--- config.mk ---
export PLATFORM = sky130hd
export DESIGN_NAME = regf_cmd_decoder
export DESIGN_NICKNAME = d
export VERILOG_FILES = /design/src/verilog/regf_pkg.sv /design/src/verilog/regf_cmd_decoder.sv
export VERILOG_INCLUDE_DIRS = /design/src /design/src/verilog
export SDC_FILE = /design/constraint.sdc
export NUM_CORES = 1
export LEC_CHECK = 0
export ABC_AREA = 1
export BUFFER_PORTS_ARGS = -buffer_cell sky130_fd_sc_hd__buf_2
export CAP_MARGIN = 20
export CORE_ASPECT_RATIO = 1.2
export CORE_MARGIN = 2
export CORE_UTILIZATION = 45
export CTS_CLUSTER_DIAMETER = 120
export DETAILED_ROUTE_END_ITERATION = 8
export GPL_TIMING_DRIVEN = 0
export PLACE_DENSITY = 0.83
export SLEW_MARGIN = 20
export SYNTH_ARGS = -nofsm -noshare
export SYNTH_HDL_FRONTEND = slang
export SYNTH_SLANG_ARGS = --single-unit
--- constraint.sdc ---
create_clock -name i_regf_clk -period 0.8 [get_ports i_regf_clk]
set_input_delay 0.08 -clock i_regf_clk [delete_from_list [all_inputs] [get_ports i_regf_clk]]
set_output_delay 0.08 -clock i_regf_clk [all_outputs]
set_load 0.02 [all_outputs]
--- src/verilog/regf_config.svh ---
// Array size, register locations, descriptor bases and command attribute codes
`ifndef REGF_CONFIG_SVH
`define REGF_CONFIG_SVH

////////////////////////////////////////////////////////////
// Array geometry
`define REGF_DEPTH          512
`define REGF_AW             9

////////////////////////////////////////////////////////////
// Single-byte register locations
`define REGF_TARGET_ADDR    9'd0    // Target address, bit 0 is RnW
`define REGF_NUM_FRAMES     9'd1
`define REGF_TGTS_COUNT     9'd35   // Targets known for role handoff
`define REGF_BDCST_ADDR     9'd46   // 7'h7E + W
`define REGF_ARB_ADDR       9'd48   // Arbitrated IBI address
`define REGF_IBI_CFG        9'd101
`define REGF_IBI_PAYLOAD    9'd102
`define REGF_ENEC_BYTE      9'd402  // ENINT, ENCR, ENHJ
`define REGF_DISEC_BYTE     9'd404  // DISINT, DISCR, DISHJ
`define REGF_HJ_CFG         9'd405
`define REGF_CRCAP1         9'd409

////////////////////////////////////////////////////////////
// Descriptor bases, 8 bytes each
`define REGF_NORMAL_DESC    9'd256
`define REGF_DUMMY_DESC     9'd450  // Fixed, loaded at reset

// Command attribute codes
`define REGF_ATTR_REGULAR   3'd0
`define REGF_ATTR_IMMEDIATE 3'd1

`endif

--- src/verilog/regf_pkg.sv ---
// Descriptor second-DWORD views and the union that overlays them
package regf_pkg;

  ////////////////////////////////////////////////////////////
  // Regular transfer: length on top, low half unused
  typedef struct packed {
    logic [15:0] data_len;  // Bytes to move
    logic [15:0] rsvd;
  } regf_xfer_dw1_s;

  // Immediate transfer: up to four data bytes inline
  typedef struct packed {
    logic [7:0] data3;
    logic [7:0] data2;
    logic [7:0] data1;
    logic [7:0] data0;      // First byte on the bus
  } regf_imm_dw1_s;

  // Same word, decoded by command attribute
  typedef union packed {
    regf_xfer_dw1_s xfer;
    regf_imm_dw1_s  imm;
  } regf_dw1_u;

endpackage

--- src/verilog/regf_cmd_decoder.sv ---
// Command descriptor decoder with malformed-command flag
`timescale 1ns/100ps
`include "regf_config.svh"

module regf_cmd_decoder (
  input  logic                i_regf_clk,
  input  logic                i_regf_rst_n,
  input  logic                i_engine_cmd_req,
  input  logic [31:0]         i_desc_dw0,
  input  regf_pkg::regf_dw1_u i_desc_dw1,
  output logic                o_cmd_valid,
  output logic                o_cmd_err,
  output logic [2:0]          o_cmd_attr,
  output logic [3:0]          o_cmd_tid,
  output logic [7:0]          o_cmd_ccc,
  output logic [4:0]          o_cmd_dev_index,
  output logic [2:0]          o_cmd_mode,
  output logic                o_cmd_rnw,
  output logic                o_cmd_wroc,
  output logic                o_cmd_toc,
  output logic [15:0]         o_cmd_data_len,
  output logic [31:0]         o_cmd_imm_data
);

  logic [2:0]  attr;
  logic [2:0]  dtt;          // Immediate byte count
  logic        is_imm;
  logic        bad_cmd;
  logic [31:0] imm_masked;

  assign attr    = i_desc_dw0[2:0];
  assign dtt     = i_desc_dw0[25:23];
  assign is_imm  = (attr == `REGF_ATTR_IMMEDIATE);
  assign bad_cmd = ((attr != `REGF_ATTR_REGULAR) && !is_imm) ||
                   (is_imm && (dtt > 3'd4));

  // Zero bytes at or above DTT
  always_comb
  begin
    imm_masked = i_desc_dw1.imm;
    for (int k = 0; k < 4; k++)
      if (k >= dtt)
        imm_masked[8*k +: 8] = 8'h00;
  end

  ////////////////////////////////////////////////////////////
  // Field capture on request
  always_ff @(posedge i_regf_clk or negedge i_regf_rst_n)
  begin
    if (!i_regf_rst_n)
    begin
      o_cmd_valid     <= 1'b0;
      o_cmd_err       <= 1'b0;
      o_cmd_attr      <= '0;
      o_cmd_tid       <= '0;
      o_cmd_ccc       <= '0;
      o_cmd_dev_index <= '0;
      o_cmd_mode      <= '0;
      o_cmd_rnw       <= 1'b0;
      o_cmd_wroc      <= 1'b0;
      o_cmd_toc       <= 1'b0;
      o_cmd_data_len  <= '0;
      o_cmd_imm_data  <= '0;
    end
    else
    begin
      o_cmd_valid <= i_engine_cmd_req;              // One-cycle pulse
      o_cmd_err   <= i_engine_cmd_req & bad_cmd;
      if (i_engine_cmd_req)
      begin
        o_cmd_attr      <= attr;
        o_cmd_tid       <= i_desc_dw0[6:3];
        o_cmd_ccc       <= i_desc_dw0[15] ? i_desc_dw0[14:7] : 8'h00;  // Only with CP
        o_cmd_dev_index <= i_desc_dw0[20:16];
        o_cmd_mode      <= i_desc_dw0[28:26];
        o_cmd_rnw       <= i_desc_dw0[29];
        o_cmd_wroc      <= i_desc_dw0[30];
        o_cmd_toc       <= i_desc_dw0[31];
        o_cmd_data_len  <= is_imm ? {13'd0, dtt} : i_desc_dw1.xfer.data_len;
        o_cmd_imm_data  <= is_imm ? imm_masked : 32'h0;
      end
    end
  end

  // Error flag only rides on a valid command
  a_err_with_valid : assert property (
    @(posedge i_regf_clk) disable iff (!i_regf_rst_n)
    o_cmd_err |-> o_cmd_valid
  );

endmodule

==> summary by stage <==
Min path
The worst hold-check path type is in2reg. The launch point of the worst hold path is i_desc_dw1[10].

GRT
The initial antenna violation count was 0. The met3 routing resource usage after global routing is 7.50%. The first global-routing pass estimated 15.3 mm of wire.

The fraction of met2 tracks used by global routing is 49.6%. The pin count of the biggest net entering global routing is 53. The final global-route overflow total is 0.

The global-route met1 utilization is 29.8%. The layer with the highest usage is met2. In the global route stage, overall resource usage came out at 27.2%. The via count of the first global-routing pass came to 3311.

Synthesis
The average cell area after synthesis is 8.88 um^2. The number of nets handed over by synthesis was 407. Synthesis inferred 76 register bits. The combined area of all synthesized cells is 3020 um^2.

Summing the sequential cell areas from Yosys gives 63.0% of the chip area. The number of unique standard cell types used by synthesis is 13. During synthesis, Yosys emitted a total of 0 warnings. Counting every instance in the synthesized netlist gives 340.

Routing
The length of the first detailed-routing pass in iterations is 4. The number of nets still failing antenna checks after routing is 0. The detailed router finished its first iteration with 148 violations. The total routed wirelength is 10.9 mm. The number of design rule violations left after detail routing is 0.

Detailed routing inserted a total of 3247 vias. Dividing the detail-routed via count by the number of cells gives 4.85. In the final routed layout, each cell accounts on average for 16.2 um.

Finish
In the final layout, the share of cells above drive strength 1 is 39.0%. Leaving out fill and tap cells, the most frequent cells in the layout are 165 x sky130_fd_sc_hd__nand2_1, 85 x sky130_fd_sc_hd__buf_6, 76 x sky130_fd_sc_hd__dfrtp_1, 65 x sky130_fd_sc_hd__buf_2, 48 x sky130_fd_sc_hd__buf_4. The finished cells cover 5330 um^2. The finished layout holds 669 standard cells, fillers aside. Cells fill 82.6% of the core in the end. The area growth from synthesis to layout is 76.3%. The most frequent standard cell in the layout excluding fill and tap cells is sky130_fd_sc_hd__nand2_1. The count of nets after finishing is 648. The antenna diode count is 0.

Clock tree
The clock tree root buffer cell is sky130_fd_sc_hd__clkbuf_8. The later pin in the worst-skew pair is clocked with a latency of 0.33 ns. The number of CTS-inserted buffers is 9. TritonCTS built the clock tree. In this run the number of H-tree levels came out at 3. The clock sink total is 76. The maximum buffer depth of the clock tree is 2. Clock-pin slew was measured on the worst setup and hold paths at 0.07 ns.

Power and ir drop
Power spread over the standard cell area amounts to 1660 nW/um^2. The design draws 8.86 mW. The cell leakage power is 2.94 nW. The worst voltage drop across the vdd grid is 0.00111 V.

Floorplanning
The die is 78.8 um wide. For this configuration, the core starts out at a cell density of 46.9%. The floorplan step defined a core boundary enclosing 6450 um^2. From bottom edge to top edge, the die measures 93.7 um. The die covers 7390 um^2. The standard-cell row count is 32. Pin placement for this block handled 143 I/O pins.

Worst setup path
Among all stages on the critical path, the largest delay is contributed by sky130_fd_sc_hd__dfrtp_1. The cell family contributing the most delay on the critical path is flip-flops. The worst setup path is captured at a primary output. The type of element launching the critical path is a flop. The signal on the critical path passes through buf_6.

The critical path in this run is classified as reg2out. The startpoint identified for the worst register-to-register timing path is o_cmd_tid[0]. The data arrival time of the worst path is 0.90 ns.

The largest fanout on the critical path is 2. Counting both buffers and inverters, the worst setup path holds a total of 1. The worst endpoint required time is 0.72 ns. On the worst path, the slowest cell contributes a delay of 0.42 ns. The start point of the critical path is o_cmd_data_len[2].

Timing
The worst pin sits at a relative slew slack of 67.2%. The worst clock skew on the final layout is 0 ns. Based on the critical path, the design can be clocked at up to 1.02 GHz. The total negative setup slack is -12.09 ns. In the finished design, the share of the clock period the worst path needs comes to 123%. Setup violations remaining at the end of the flow were counted as 84. For the pin with the worst max-slew slack, the measured transition is 0.492 ns. After layout, the worst setup slack is -0.184 ns. Setup repair after global routing could not meet its margin everywhere. The hold violation count in the final report came to 0. The max-slew violation count is 0. Counting I/O delays and the setup requirement, the final critical path takes 0.984 ns.

Place
Once placement completed, the tool counted placed cells totaling 565. The half-perimeter wire length after detailed placement is 5.68 mm. Routability-driven placement finished with a final weighted congestion of 0.773. The total placed instance area is 3850 um^2. The count of buffers added on input and output ports is 139.

Outcome
The final reports fail on setup timing. The run finished, with violations left.

Job
Max-cap violations in this run came to 0.
stage by stage:
step / setup WS [ns] / hold slack [ns]
global route: -0.220 / 0.00587
finish: -0.184 / 0.0135
floorplan: 0.0161 / -0.216
CTS: -0.178 / 0.00244
global placement: -0.804 / 0.203
detailed placement: -0.322 / 0.0122
cell usage after synthesis, drive strengths merged:
| library cell | number | share of area (%) |
|---|---|---|
| o21ai | 31 | 5.1 |
| dfrtp | 76 | 63 |
| clkbuf | 4 | 0.50 |
| nand2 | 173 | 22 |
| buf | 11 | 2.4 |
| nor2 | 3 | 0.95 |
| nand3 | 25 | 4.1 |
| inv | 16 | 2.0 |
| a21oi | 1 | 0.17 |
final timing paths:
path	end	slack, ns	cells past startpoint
max	o_cmd_data_len[2]	-0.18	1
min reg2reg	o_cmd_imm_data[17]	0.51	2
min	o_cmd_imm_data[10]	0.01	3
max reg2reg	o_cmd_tid[0]	-0.15	4
max in group asynchronous	o_cmd_rnw	0.11	3
min in group asynchronous	o_cmd_imm_data[28]	0.17	2
what timing repair did:
item / 4_1_cts / 5_1_grt
setup endpoints to repair: 76 / 146
hold buffers: 39 / 2
buffers inserted: 27 / 27
gates cloned: 0 / 0
endpoints found under the hold margin: 78 / 2
gates resized for setup: 153 / 34
pin swaps: 0 / 4
where the power goes:
group,switching [mW],internal (mW)
clock network,1.32,1.16
logic,1.01,1.07
registers,0.202,4.08
total,2.54,6.32
kinds of logic (layout without fill, tap and decap cells):
kind of cell	count (synthesis)	in the layout	share of synthesized area, %
DFF	76	76	63.0
buffers and inverters	31	275	4.89
AOI/OAI and AO/OA	32	32	5.30
and+or+nand+nor	201	201	26.8
registers in the layout, summed over array words and instances (netlist names):
name	cells
o_cmd_toc	1
o_cmd_valid	1
o_cmd_rnw	1
o_cmd_tid	4
o_cmd_dev_index	5
o_cmd_mode	3
o_cmd_imm_data	32
o_cmd_attr	3
o_cmd_wroc	1
o_cmd_data_len	16
o_cmd_ccc	8
o_cmd_err	1
layer usage:
| metal | up-vias | share of wire (%) |
|---|---|---|
| met2 | 140 | 55 |
| met5 | - | 0 |
| met4 | 0 | 2.8 |
| met1 | 1542 | 37 |
| li1 | 1536 | - |
| met3 | 29 | 5.1 |
layout make-up:
class,instances,area [um^2]
Multi-Input combinational cell,233,996
Tap cell,85,106
Sequential cell,76,1900
Buffer,15,91.3
Inverter,16,60.1
Clock inverter,3,15.0
Clock buffer,11,141
Timing Repair Buffer,230,2010
Fill cell,365,1120
No activity file was read; power rests on OpenSTA's default activity.
